### config.mk
export PLATFORM = sky130hd
export DESIGN_NAME = chipRamSequencer
export DESIGN_NICKNAME = d
export VERILOG_FILES = /design/src/rtl/u712Pkg.sv /design/src/rtl/chipRamSequencer.sv
export SDC_FILE = /design/constraint.sdc
export NUM_CORES = 1
export LEC_CHECK = 0
export BUFFER_PORTS_ARGS = -buffer_cell sky130_fd_sc_hd__buf_2
export CAP_MARGIN = 20
export CORE_MARGIN = 1.5
export CORE_UTILIZATION = 39
export DETAILED_ROUTE_END_ITERATION = 7
export PLACE_DENSITY_LB_ADDON = 0.12
export SYNTH_ARGS = -nofsm -noshare
export SYNTH_HDL_FRONTEND = slang
export SYNTH_SLANG_ARGS = --single-unit
### constraint.sdc
create_clock -name clk -period 2.51 [get_ports clk]
set_input_delay 0.251 -clock clk [delete_from_list [all_inputs] [get_ports clk]]
set_output_delay 0.251 -clock clk [all_outputs]
set_load 0.01 [all_outputs]
### src/rtl/u712Pkg.sv
// Shared types and sizes for the chip RAM byte-lane path, imported by every RTL block
`default_nettype none

package u712Pkg;

    ////////////////////////////////////////////////////////////////////
    // Chip RAM dimensions
    ////////////////////////////////////////////////////////////////////

    // Chip RAM is word addressed, one word per 32-bit location
    localparam int CHIP_ADDR_W = 8;
    localparam int CHIP_WORDS  = 1 << CHIP_ADDR_W;

    // Full 68040 data bus and the Agnus half-word
    localparam int DATA_W = 32;
    localparam int HALF_W = 16;

    ////////////////////////////////////////////////////////////////////
    // 68040 transfer attributes
    ////////////////////////////////////////////////////////////////////

    // SIZ1:SIZ0 as the 68040 drives them on the bus
    typedef enum logic [1:0] {
        SIZ_LONG = 2'b00,
        SIZ_BYTE = 2'b01,
        SIZ_WORD = 2'b10,
        SIZ_LINE = 2'b11
    } sizeE;

    // Active-high byte lanes, big-endian as on the 68040 bus
    // Field uu is bits 31..24 and ll is bits 7..0
    typedef struct packed {
        logic uu;
        logic um;
        logic lm;
        logic ll;
    } laneMaskT;

    ////////////////////////////////////////////////////////////////////
    // Master requests and the array command
    ////////////////////////////////////////////////////////////////////

    // CPU request as captured on ts
    typedef struct packed {
        logic [CHIP_ADDR_W-1:0] addr;
        logic [1:0]             a;
        sizeE                   siz;
        logic                   rnw;
        logic [DATA_W-1:0]      wdata;
    } cpuReqT;

    // DMA request as captured on dmaStart
    // The column strobes are kept active high inside the controller
    typedef struct packed {
        logic [CHIP_ADDR_W-1:0] addr;
        logic                   rnw;
        logic                   casU;
        logic                   casL;
        logic                   dbEn;
        logic [HALF_W-1:0]      wdata;
    } dmaReqT;

    // One chip RAM access, lanes only matter when we is set
    typedef struct packed {
        logic [CHIP_ADDR_W-1:0] addr;
        laneMaskT               lanes;
        logic                   we;
        logic [DATA_W-1:0]      wdata;
    } memCmdT;

endpackage

`default_nettype wire

### src/rtl/chipRamSequencer.sv
// Arbiter and access sequencer for chip RAM, granting DMA ahead of the CPU and returning ta and dmaDone
`default_nettype none

module chipRamSequencer
    import u712Pkg::*;
(
    input  logic              clk,
    input  logic              rstN,
    input  logic              ts,
    input  cpuReqT            cpuReq,
    input  logic              dmaStart,
    input  dmaReqT            dmaReq,
    input  laneMaskT          chipLanes,
    input  logic [DATA_W-1:0] memRdata,
    output cpuReqT            heldCpuReq,
    output dmaReqT            heldDmaReq,
    output logic              dmaCycle,
    output memCmdT            memCmd,
    output logic              ta,
    output logic [DATA_W-1:0] cpuRdata,
    output logic              dmaDone,
    output logic [HALF_W-1:0] dmaRdata
);

    // ACCESS is the cycle memCmd is live, ACK is the acknowledge cycle
    typedef enum logic [1:0] {
        IDLE   = 2'd0,
        ACCESS = 2'd1,
        ACK    = 2'd2
    } seqStateE;

    seqStateE state;

    // One outstanding request per master
    logic cpuPend;
    logic dmaPend;

    // Set while the access in flight belongs to the DMA engine
    logic ownerDma;

    // Issue decision for the coming edge
    logic issueSlot;
    logic issueDma;
    logic issueCpu;
    logic issue;

    // Registered command fields, packed into memCmd below
    logic [CHIP_ADDR_W-1:0] cmdAddr;
    laneMaskT               cmdLanes;
    logic                   cmdWe;
    logic [DATA_W-1:0]      cmdWdata;

    ////////////////////////////////////////////////////////////////////
    // Request capture
    ////////////////////////////////////////////////////////////////////

    // Each master holds its request still until acknowledged, so the
    // held copy stays valid through the ACK cycle
    always_ff @(posedge clk) begin
        if (ts) begin
            heldCpuReq <= cpuReq;
        end
        if (dmaStart) begin
            heldDmaReq <= dmaReq;
        end
    end

    ////////////////////////////////////////////////////////////////////
    // Arbitration
    ////////////////////////////////////////////////////////////////////

    // A new access can start from IDLE or straight out of ACK
    assign issueSlot = (state != ACCESS);
    assign issueDma  = issueSlot && dmaPend;
    assign issueCpu  = issueSlot && !dmaPend && cpuPend;
    assign issue     = issueDma || issueCpu;

    // The byte-lane decode looks at the master about to be issued,
    // and at the current owner while an access is running
    assign dmaCycle = issueSlot ? dmaPend : ownerDma;

    ////////////////////////////////////////////////////////////////////
    // Access state machine
    ////////////////////////////////////////////////////////////////////

    always_ff @(posedge clk) begin
        if (!rstN) begin
            state    <= IDLE;
            cpuPend  <= 1'b0;
            dmaPend  <= 1'b0;
            ownerDma <= 1'b0;
            ta       <= 1'b0;
            dmaDone  <= 1'b0;
            cmdWe    <= 1'b0;
            cmdLanes <= '0;
        end else begin
            // Acknowledges and the command strobes last a single cycle
            ta       <= 1'b0;
            dmaDone  <= 1'b0;
            cmdWe    <= 1'b0;
            cmdLanes <= '0;

            // A start pulse never meets the clear of its own master
            if (ts) begin
                cpuPend <= 1'b1;
            end else if (issueCpu) begin
                cpuPend <= 1'b0;
            end
            if (dmaStart) begin
                dmaPend <= 1'b1;
            end else if (issueDma) begin
                dmaPend <= 1'b0;
            end

            unique case (state)
                ACCESS: begin
                    // Array data is registered on this edge, so the
                    // acknowledge lines up with it
                    state <= ACK;
                    if (ownerDma) begin
                        dmaDone <= 1'b1;
                    end else begin
                        ta <= 1'b1;
                    end
                end
                default: begin
                    if (issue) begin
                        state    <= ACCESS;
                        ownerDma <= issueDma;
                        cmdWe    <= issueDma ? !heldDmaReq.rnw : !heldCpuReq.rnw;
                        cmdLanes <= chipLanes;
                    end else begin
                        state <= IDLE;
                    end
                end
            endcase
        end
    end

    // Address and data only matter while cmdWe or the read is live
    always_ff @(posedge clk) begin
        if (issue) begin
            cmdAddr  <= issueDma ? heldDmaReq.addr : heldCpuReq.addr;
            // The half-word goes on both halves, the lanes pick the real one
            cmdWdata <= issueDma ? {heldDmaReq.wdata, heldDmaReq.wdata} : heldCpuReq.wdata;
        end
    end

    assign memCmd = '{addr: cmdAddr, lanes: cmdLanes, we: cmdWe, wdata: cmdWdata};

    ////////////////////////////////////////////////////////////////////
    // Read data steering
    ////////////////////////////////////////////////////////////////////

    // The CPU takes the whole word, the DMA engine its selected half
    assign cpuRdata = memRdata;
    assign dmaRdata = heldDmaReq.dbEn ? memRdata[DATA_W-1:HALF_W] : memRdata[HALF_W-1:0];

endmodule

`default_nettype wire

==> impl_metrics.tcl <==
set metrics [dict create \
    firstDrtPassIters 4 \
    wl_per_cell_um 16.5 \
    initial_core_util_pct 40.2 \
    synth_area_mm2 0.00487 \
    slew_headroom_pct 48.1 \
    gr-total-overflow 0 \
    crit_type "reg2out" \
    synth-seq-area-share_pct 74.6 \
    p_sw_share_pct 22.6 \
    finClkSkew_ps 7.72 \
    num_io_pins 282 \
    worst_setup_path_end_kind "output port" \
    ys_seq_elements 125 \
    clkTransAtPathRegs_ps 60 \
    period_share_pct 80.5 \
    yosys_warnings 0 \
    p_leak_nw 3.32 \
    wl_mm 12.2 \
    fin_ws_ps 489 \
    critPathArrivalTime_ps 1770 \
    cts_buffers 17 \
    p_sw_w 0.00129 \
    worstPathMaxFanout 17 \
    max_freq_mhz 495 \
    tritoncts "done" \
    port_buffers 281 \
    grt_pass1_vias 3196 \
    fillCellCount 991 \
    grt_first_pass_wirelength_mm 17.0 \
    postCtsSetupRepairBufs 0 \
    yosysUniqueCellTypes 22 \
    worstHoldPathType "in2reg" \
    die_h_um 115 \
    die_w_um 115 \
    syn_nets 359 \
    dpl.cell_count 660 \
    power_frac_clock_pct 41.8 \
    clkLatencyLatePin_ps 410 \
    rows 40 \
    p_int_w 0.00442 \
    cp-start-kind "flip-flop" \
    hold_violations 0 \
    outcome "finished, final reports clean" \
    setup_tns_ps 0 \
    final_nets 674 \
    dp_worst_setup_slack_ps 727 \
    drive_gt1_share_pct 63.7 \
    synth_ff_type "edfxtp_1" \
    syn_inst 246 \
    final_util_pct 60.5 \
    vias 3278 \
    layoutNonFillerInstCount 741 \
    multi_input_area_um2 932 \
    grt_max_degree 30 \
    synth_edf_count 113 \
    synthArstFlopShare_pct 0 \
    seqPwrFrac_pct 45.0 \
    regArea_mm2 0.00363 \
    ctsRootBufferMaster "clkbuf_16" \
    dieArea_mm2 0.0132 \
    timing.critical_path.required_ps 2260 \
    cts-htree-levels 4 \
    first_iter_violations 120 \
    syn_avg_cell_area_um2 19.8 \
    finalSetupViolations 0 \
    grt_usage_pct 18.1 \
    irDropWorstVdd_uv 585 \
    grt_antenna_before_repair 0 \
    gp_congestion 0.791 \
    coreArea_mm2 0.0121 \
    dp_hpwl_mm 8.70 \
    clock_path_buffers 2 \
    clkSinkCount 125 \
    diodes 0 \
    drv_slew 0 \
    drtAntennaViolNets 0 \
    maxCapViolCount 0 \
    syn2layout_area_growth_pct 50.4 \
    drc 0 \
    rsz0062_at_grt "false" \
    vias_per_cell 4.42 \
    worstMarginPinSlew_ps 779 \
    finalCriticalPeriod_ps 2020 \
    p_comb_share_pct 13.2 \
    p_per_area_mw_per_mm2 781 \
]
cell families after synthesis:
| group | synth area share (%) |
|---|---|
| flops | 74.6 |
| compound gates | 0.720 |
| buf+inv | 6.37 |
| mux | 15.9 |
| simple gates | 2.39 |
layout make-up:
type / instances / share of cell area [%]
inverters: 2 / 0.103
repair buffers: 335 / 26.8
multi-input cells: 80 / 12.7
clock inverters: 13 / 2.03
flip-flops and latches: 125 / 49.6
well taps: 168 / 2.87
clock buffers: 18 / 5.86
power by group through the flow:
| stage | registers, W | logic, W | clock network [W] |
|---|---|---|---|
| final | 0.00257 | 0.000754 | 0.00239 |
| after global routing | 0.00259 | 0.000812 | 0.00254 |
| after CTS | 0.00258 | 0.000755 | 0.00244 |
| after detailed placement | 0.00262 | 0.000701 | 0 |
| after global placement | 0.00261 | 0.000693 | 0 |
| after floorplan | 0.00269 | 0.000281 | 0 |
worst max-delay path, cell delays in order, from the launching register on:
cell,delay (ps)
edfxtp_1,810
mux2_2,420
buf_2,140
routing by layer:
metal  GRT usage (%)  vias to the layer above  part of all wire, %
li1                -                     1523                    -
met1            18.0                     1552                   35
met2            32.3                      184                   53
met3            8.42                       19                   10
met4            8.07                        0                  1.8
met5               0                        -                    0
path summary, 6_finish.rpt:
kind,endpoint,slack [ps],start,cells past startpoint
min,heldDmaReq[20]$_DFFE_PP_,20,dmaReq[20],1
max,dmaRdata[11],490,heldDmaReq[16]$_DFFE_PP_,2
min reg2reg,ta$_SDFF_PN0_,460,ownerDma$_SDFFE_PN0P_,1
max reg2reg,cmdWdata[6]$_DFFE_PN_,740,state[1]$_SDFF_PN0_,4
flip-flops by register name, summed over array words and instances, names as in the netlist:
| name | count |
|---|---|
| heldDmaReq | 28 |
| dmaDone | 1 |
| state | 2 |
| ownerDma | 1 |
| dmaPend | 1 |
| cmdAddr | 8 |
| cmdWdata | 32 |
| ta | 1 |
| cmdWe | 1 |
| memCmd | 4 |
| cpuPend | 1 |
| heldCpuReq | 45 |
cells in the final DEF, fill, tap and decap left out, types with 3 or more instances in the layout:
cell type / netlist / final
and2_1: 5 / 5
mux2_2: 10 / 10
bufinv_16: 0 / 3
dlygate4sd3_1: 0 / 50
mux2_1: 8 / 8
buf_2: 2 / 281
clkinv_2: 0 / 3
clkbuf_16: 0 / 17
clkinv_1: 0 / 3
edfxtp_1: 113 / 113
nand2_1: 3 / 3
dfxtp_1: 12 / 12
mux2_4: 38 / 38
repair_timing:
item | 4_1_cts | 5_1_grt
gates resized for setup | 0 | 0
hold buffers | 45 | 5
endpoints found under the hold margin | 45 | 5
metrics by stage:
| step | power, W | instance area [µm²] | hold slack [ps] |
|---|---|---|---|
| after floorplan | 0.00297 | 4870 | 350 |
| after global placement | 0.00330 | 6240 | 428 |
| after detailed placement | 0.00332 | 6240 | 429 |
| after CTS | 0.00578 | 7270 | 0.188 |
| after global routing | 0.00594 | 7320 | 0.425 |
| final | 0.00572 | 7320 | 18.7 |
synthesized netlist by cell type, drive strengths merged (2+ instances only):
master / count / area (µm²)
nand2: 4 / 22.5
nor2b: 3 / 21.3
dfxtp: 12 / 240
o21ai: 2 / 10.0
nor2: 2 / 7.51
and2: 5 / 31.3
a21oi: 2 / 10.0
edfxtp: 113 / 3390
buf: 39 / 303
mux2: 56 / 773
inv: 2 / 7.51
and3: 2 / 12.5
No activity file was read; power rests on OpenSTA's default activity.
