[src/rtl/u712Pkg.sv]
// Shared types and sizes for the chip RAM byte-lane path, imported by every RTL block
`default_nettype none

package u712Pkg;

    ////////////////////////////////////////////////////////////////////
    // Chip RAM dimensions
    ////////////////////////////////////////////////////////////////////

    // Chip RAM is word addressed, one word per 32-bit location
    localparam int CHIP_ADDR_W = 8;
    localparam int CHIP_WORDS  = 1 << CHIP_ADDR_W;

    // Full 68040 data bus and the Agnus half-word
    localparam int DATA_W = 32;
    localparam int HALF_W = 16;

    ////////////////////////////////////////////////////////////////////
    // 68040 transfer attributes
    ////////////////////////////////////////////////////////////////////

    // SIZ1:SIZ0 as the 68040 drives them on the bus
    typedef enum logic [1:0] {
        SIZ_LONG = 2'b00,
        SIZ_BYTE = 2'b01,
        SIZ_WORD = 2'b10,
        SIZ_LINE = 2'b11
    } sizeE;

    // Active-high byte lanes, big-endian as on the 68040 bus
    // Field uu is bits 31..24 and ll is bits 7..0
    typedef struct packed {
        logic uu;
        logic um;
        logic lm;
        logic ll;
    } laneMaskT;

    ////////////////////////////////////////////////////////////////////
    // Master requests and the array command
    ////////////////////////////////////////////////////////////////////

    // CPU request as captured on ts
    typedef struct packed {
        logic [CHIP_ADDR_W-1:0] addr;
        logic [1:0]             a;
        sizeE                   siz;
        logic                   rnw;
        logic [DATA_W-1:0]      wdata;
    } cpuReqT;

    // DMA request as captured on dmaStart
    // The column strobes are kept active high inside the controller
    typedef struct packed {
        logic [CHIP_ADDR_W-1:0] addr;
        logic                   rnw;
        logic                   casU;
        logic                   casL;
        logic                   dbEn;
        logic [HALF_W-1:0]      wdata;
    } dmaReqT;

    // One chip RAM access, lanes only matter when we is set
    typedef struct packed {
        logic [CHIP_ADDR_W-1:0] addr;
        laneMaskT               lanes;
        logic                   we;
        logic [DATA_W-1:0]      wdata;
    } memCmdT;

endpackage

`default_nettype wire

[src/rtl/byteEnable.sv]
// Byte-lane decode for the 32-bit bus and for chip RAM, driven by the chip RAM sequencer
`default_nettype none

module byteEnable
    import u712Pkg::*;
(
    input  cpuReqT   cpuReq,
    input  dmaReqT   dmaReq,
    input  logic     dmaCycle,
    output laneMaskT busLanes,
    output laneMaskT chipLanes
);

    // Lanes asked for by the Agnus column strobes
    laneMaskT dmaLanes;

    ////////////////////////////////////////////////////////////////////
    // 32-bit bus byte enables
    ////////////////////////////////////////////////////////////////////

    // Reads always take the whole long word and the CPU picks its bytes
    // Writes only touch the bytes that SIZ and A[1:0] point at
    always_comb begin
        busLanes = '{uu: 1'b1, um: 1'b1, lm: 1'b1, ll: 1'b1};
        if (!cpuReq.rnw) begin
            unique case (cpuReq.siz)
                SIZ_BYTE: begin
                    // Offset 0 is the most significant byte on the 68040
                    busLanes.uu = (cpuReq.a == 2'd0);
                    busLanes.um = (cpuReq.a == 2'd1);
                    busLanes.lm = (cpuReq.a == 2'd2);
                    busLanes.ll = (cpuReq.a == 2'd3);
                end
                SIZ_WORD: begin
                    // Only A1 matters for a word, A0 is ignored
                    busLanes.uu = !cpuReq.a[1];
                    busLanes.um = !cpuReq.a[1];
                    busLanes.lm = cpuReq.a[1];
                    busLanes.ll = cpuReq.a[1];
                end
                default: begin
                    // Long word and line transfers use every lane
                    busLanes = '{uu: 1'b1, um: 1'b1, lm: 1'b1, ll: 1'b1};
                end
            endcase
        end
    end

    ////////////////////////////////////////////////////////////////////
    // Chip RAM byte enables
    ////////////////////////////////////////////////////////////////////

    // Agnus works on a 16-bit half of the RAM word picked by dbEn
    // casU is the high byte of that half and casL the low byte
    always_comb begin
        dmaLanes.uu = dmaReq.casU && dmaReq.dbEn;
        dmaLanes.um = dmaReq.casL && dmaReq.dbEn;
        dmaLanes.lm = dmaReq.casU && !dmaReq.dbEn;
        dmaLanes.ll = dmaReq.casL && !dmaReq.dbEn;
    end

    // Chip RAM follows the strobes during DMA and the CPU lanes otherwise
    assign chipLanes = dmaCycle ? dmaLanes : busLanes;

endmodule

`default_nettype wire

[config.mk]
export PLATFORM = sky130hd
export DESIGN_NAME = byteEnable
export DESIGN_NICKNAME = d
export VERILOG_FILES = /design/src/rtl/u712Pkg.sv /design/src/rtl/byteEnable.sv
export SDC_FILE = /design/constraint.sdc
export NUM_CORES = 1
export LEC_CHECK = 0
export CAP_MARGIN = 20
export CORE_AREA = 2 2 39 41
export DETAILED_ROUTE_END_ITERATION = 10
export DIE_AREA = 0 0 41 43
export DONT_BUFFER_PORTS = 1
export SLEW_MARGIN = 40
export SYNTH_ARGS = -nofsm -noshare
export SYNTH_HDL_FRONTEND = slang
export SYNTH_SLANG_ARGS = --single-unit
[constraint.sdc]
create_clock -name vclk -period 2.9
set_clock_uncertainty 0.2 [all_clocks]
set_input_delay 0.145 -clock vclk [all_inputs]
set_output_delay 0.145 -clock vclk [all_outputs]
set_load 0.005 [all_outputs]
==> flow_metrics.py, run 1 <==
metrics = {
    "outcome": {
        "status": "finished, final reports clean",
    },
    "clocking": {
        "postCtsSetupRepairBufs": 0,
        "ctsResizeCount": 0,
        "cts_hold_buffers": 0,
    },
    "routing": {
        "detail-route-antenna-nets": 0,
        "drt_iter0_drc": 5,
        "wl_per_cell_um": 11.6,
        "vias": 170,
        "avgViaCountPerCell": 4.25,
        "dr.pass1.iters": 2,
        "wirelength_um": 463,
        "drc_errors": 0,
    },
    "worst_setup_path": {
        "cp.buffers_inverters": 1,
        "critPathKind": "in -> out",
        "worst_ep_required_time_ns": 2.56,
        "max_stage_delay_ns": 0.30,
        "cp_slowest_cell": "ha_1",
        "startpoint_type": "primary input",
        "cp_max_fo": 4,
        "critical-path-top-delay-family": "compound AO/OA/AOI/OAI gates",
        "path_cells": "inv_1 > ha_1 > o21ba_4 > a31oi_1 > o31ai_1",
        "crit_path_end_kind": "primary output",
        "crit_arrival_ns": 0.98,
    },
    "global_routing": {
        "grt_max_degree": 9,
        "grtUsageTotal": 0.0549,
        "grt_pass1_wl_um": 717,
        "first_global_vias": 148,
        "antenna_found_initial": 0,
        "grt.overflow.total": 0,
    },
    "min_path": {
        "holdPathEnd": "chipLanes[2]",
        "hold_depth": 1,
        "worst_hold_path_type": "in -> out",
        "worstHoldStart": "dmaCycle",
    },
    "yosys": {
        "synth_most_common_cell": "o21ai_0",
        "synth_cell_types": 9,
        "synth.top_cells.by_area": "o21ai_0 20%, a31oi_1 16%, ha_1 16%",
        "syn-cell-area_um2": 153,
        "synth_cells": 24,
        "synth.top_cell.area_share": 0.197,
        "avgSynthCellArea_um2": 6.36,
        "yosysWarningCount": 0,
        "synth_seq_area_share": 0,
        "ys_top_cells_by_count": "6 x o21ai_0, 5 x inv_1, 4 x a31oi_1",
        "syn-num-nets": 100,
        "yosys.area.top_type": "o21ai_0",
    },
    "power": {
        "leakage_uw": 0.0000684,
        "finalPower_uw": 22.7,
        "p_per_area_mw_per_mm2": 131,
        "ir_worst_vdd_v": 0.0000261,
    },
    "finish": {
        "fillCellCount": 162,
        "n_antenna_cell": 0,
        "final_layout_size_suffix_gt1_frac": 0.0833,
        "seq_cell_count": 0,
        "fin_area_um2": 173,
        "area_growth_syn_to_layout_pct": 13.1,
        "final_net_count": 102,
        "final_core_util": 0.125,
        "clkbuf_count": 0,
        "regArea_um2": 0,
    },
    "run": {
        "max_cap_violations": 0,
    },
    "timing": {
        "setup_violations": 0,
        "finalHoldViolations": 0,
        "hold_ws_ns": 0.162,
        "tightest_slew_ns": 0.308,
        "rsz0062_at_grt": "no",
        "fin_tns_setup_ns": 0,
        "finalCriticalPeriod_ns": 1.33,
        "drv_slew": 0,
        "slew_headroom": 0.793,
        "fmax_mhz": 753,
        "fin_crit_sh": 0.458,
    },
    "place": {
        "io_buffers": 0,
        "routabilityCongestion": 0.625,
        "postPlaceCellArea_um2": 173,
        "dp_hpwl_um": 413,
    },
    "floorplanning": {
        "ios": 82,
        "die_area_mm2": 0.00176,
        "fp.coreArea_mm2": 0.00138,
        "num_rows": 14,
        "die_x_um": 41,
        "start_util": 0.110,
        "die_height_um": 43,
    },
}
stage by stage:
stage / std cells / setup slack [ns]
floorplan: 24 / 1.64
global placement: 40 / 1.59
detailed placement: 40 / 1.57
CTS: 40 / 1.57
global route: 40 / 1.46
finish: 40 / 1.57
per-layer routing:
metal  up-vias  wire length (um)  share of wire  track usage
met5         -                 0              0            0
met1        73               167           0.36       0.0791
li1         90                 -              -            -
met3         0                68           0.15       0.0157
met2         7               227           0.49       0.0844
met4         0                 0              0            0
cell usage in the layout (no fill, tap or decap), drive strengths merged:
cell type  synthesis  layout
nand2b             1       1
a31oi              4       4
o21ai              6       6
o31ai              2       2
inv                5       5
o21ba              1       1
ha                 2       2
a21oi              2       2
nor2               1       1
layout make-up:
class | instances | area (um^2) | area share
multi-input cells | 19 | 134 | 0.775
well taps | 16 | 20.0 | 0.116
inverters | 5 | 18.8 | 0.109
how the worst max path moves through the flow:
stage,depth (start not counted),end,start
6_report,5,chipLanes[3],cpuReq[33]
5_1_grt,5,chipLanes[1],cpuReq[33]
4_1_cts,5,chipLanes[1],cpuReq[33]
3_5_place_dp,5,chipLanes[1],cpuReq[33]
3_3_place_gp,5,chipLanes[0],cpuReq[33]
2_1_floorplan,5,chipLanes[0],cpuReq[33]
cell families (layout without fill, tap and decap cells):
group / Yosys count / count (layout) / share of synthesized area
AOI/OAI and AO/OA: 15 / 15 / 0.631
adders and majority gates: 2 / 2 / 0.164
and+or+nand+nor: 2 / 2 / 0.0820
buffers and inverters: 5 / 5 / 0.123
power by group:
part / switching (uW) / internal (uW)
logic: 13.0 / 9.66
registers: 0 / 0
clock network: 0 / 0
No activity file was read; power rests on OpenSTA's default activity.
==> run 2: changes to the inputs <==
--- a/config.mk
+++ b/config.mk
@@ -5,6 +5,7 @@
 export SDC_FILE = /design/constraint.sdc
 export NUM_CORES = 1
 export LEC_CHECK = 0
+export ABC_AREA = 1
 export CAP_MARGIN = 20
 export CORE_AREA = 2 2 39 41
 export DETAILED_ROUTE_END_ITERATION = 10
==> constraint.sdc (replaced) <==
create_clock -name vclk -period 1.2
set_clock_uncertainty 0.2 [all_clocks]
set_input_delay 0.06 -clock vclk [all_inputs]
set_output_delay 0.06 -clock vclk [all_outputs]
set_load 0.005 [all_outputs]
==> run 2 against run 1 <==
Worst hold slack worse by 0.14 ns. Non-clock buffer count up 2. Area after synthesis up 21%. Total power rose to 3.1 times the previous value. Design area up 28%. Combinational power rose to 3.1 times the previous value. Die area unchanged. Critical path type unchanged. Critical endpoint is now busLanes[0]. Largest cell class unchanged.
==> flow_metrics.py, run 2 <==
metrics = {
    "yosys": {
        "synth.top_cells.by_area": "nand3_1 24%, nand2_1 20%, ha_1 14%",
        "yosysWarningCount": 0,
        "avgSynthCellArea_um2": 5.79,
        "syn-cell-area_um2": 185,
        "synth_cells": 32,
        "syn-num-nets": 108,
        "synth.top_cell.area_share": 0.243,
        "ys_top_cells_by_count": "10 x nand2_1, 9 x nand3_1, 4 x inv_1, 2 x ha_1, 2 x nand3_2",
        "yosys.area.top_type": "nand3_1",
        "synth_seq_area_share": 0,
        "synth_cell_types": 10,
        "synth_most_common_cell": "nand2_1",
    },
    "power": {
        "finalPower_uw": 70.0,
        "ir_worst_vdd_v": 0.0000843,
        "p_per_area_mw_per_mm2": 318,
        "leakage_uw": 0.000117,
    },
    "floorplanning": {
        "fp.coreArea_mm2": 0.00138,
        "die_x_um": 41,
        "num_rows": 14,
        "die_area_mm2": 0.00176,
        "die_height_um": 43,
        "start_util": 0.134,
        "ios": 82,
    },
    "finish": {
        "fin_area_um2": 220,
        "regArea_um2": 0,
        "fillCellCount": 170,
        "final_common_cell": "nand2_1",
        "area_growth_syn_to_layout_pct": 18.9,
        "most-common-layout-cells": "10 x nand2_1, 9 x nand3_1, 4 x inv_1",
        "final_net_count": 112,
        "final_core_util": 0.159,
        "seq_cell_count": 0,
        "clkbuf_count": 0,
        "n_antenna_cell": 0,
        "final_layout_size_suffix_gt1_frac": 0.235,
    },
    "timing": {
        "fmax_mhz": 908,
        "rsz0062_at_grt": "no",
        "fin_crit_sh": 0.918,
        "finalHoldViolations": 0,
        "finalCriticalPeriod_ns": 1.10,
        "fin_tns_setup_ns": 0,
        "setup_violations": 0,
        "hold_ws_ns": 0.0255,
        "slew_headroom": 0.907,
        "drv_slew": 0,
        "tightest_slew_ns": 0.140,
    },
    "run": {
        "max_cap_violations": 0,
    },
    "place": {
        "dp_hpwl_um": 455,
        "postPlaceCellArea_um2": 220,
        "routabilityCongestion": 0.711,
        "io_buffers": 0,
    },
    "routing": {
        "avgViaCountPerCell": 4.14,
        "vias": 207,
        "detail-route-antenna-nets": 0,
        "wirelength_um": 466,
        "wl_per_cell_um": 9.32,
        "drt_iter0_drc": 0,
        "dr.pass1.iters": 1,
        "drc_errors": 0,
    },
    "worst_setup_path": {
        "worst_ep_required_time_ns": 0.94,
        "endpoint": "busLanes[0]",
        "crit_arrival_ns": 0.84,
        "critPathKind": "in -> out",
        "cp_max_fo": 4,
        "startpoint_type": "primary input",
        "crit_path_end_kind": "primary output",
        "crit_start": "cpuReq[33]",
    },
    "min_path": {
        "worst_hold_path_type": "in -> out",
        "hold_depth": 2,
    },
    "global_routing": {
        "grt.overflow.total": 0,
        "grtUsageTotal": 0.0559,
        "antenna_found_initial": 0,
        "grt_pass1_wl_um": 752,
        "first_global_vias": 171,
        "grt_max_degree": 6,
    },
    "clocking": {
        "postCtsSetupRepairBufs": 0,
        "ctsResizeCount": 0,
        "cts_hold_buffers": 0,
    },
    "outcome": {
        "status": "finished, final reports clean",
    },
}
[run 2: per-stage QoR]
step / std cells / setup slack [ns]
after floorplan: 32 / 0.155
after global placement: 50 / 0.0954
after detailed placement: 50 / 0.0873
after CTS: 50 / 0.0854
after global routing: 50 / 0.00993
final: 50 / 0.0986
[run 2: worst min path at each step]
stage,from,to
floorplan,cpuReq[32],busLanes[2]
finish,cpuReq[32],busLanes[2]
CTS,cpuReq[32],busLanes[2]
global route,cpuReq[32],busLanes[2]
global placement,cpuReq[32],busLanes[3]
detailed placement,cpuReq[32],busLanes[2]
[run 2: kinds of logic (layout without fill, tap and decap cells)]
kind of cell	after synthesis	in the layout	share of synthesized area
buffers and inverters	6	8	0.196
and+or+nand+nor	24	24	0.669
adders and majority gates	2	2	0.135
[run 2: routing by layer]
layer / up-vias / track usage / share of wire
li1: 109 / - / -
met1: 91 / 0.0823 / 0.32
met2: 7 / 0.0906 / 0.56
met3: 0 / 0.00524 / 0.12
met4: 0 / 0 / 0
met5: - / 0 / 0
[run 2: layout make-up]
class / instances / area [um^2] / share of cell area
Inverter: 6 / 36.3 / 0.165
Multi-Input combinational cell: 26 / 149 / 0.676
Tap cell: 16 / 20.0 / 0.0909
Timing Repair Buffer: 2 / 15.0 / 0.0682
[run 2: power by group]
part | switching [uW] | internal [uW] | total (uW) | leakage, uW
clock network | 0 | 0 | 0 | 0
logic | 37.0 | 33.0 | 70.0 | 0.000117
registers | 0 | 0 | 0 | 0
total | 37.0 | 33.0 | 70.0 | 0.000117
[run 2: critical path, cell delays in order]
cell and delay (ns):
inv_1 0.02, ha_1 0.31, nor2_4 0.17, nand3_1 0.13, buf_4 0.15
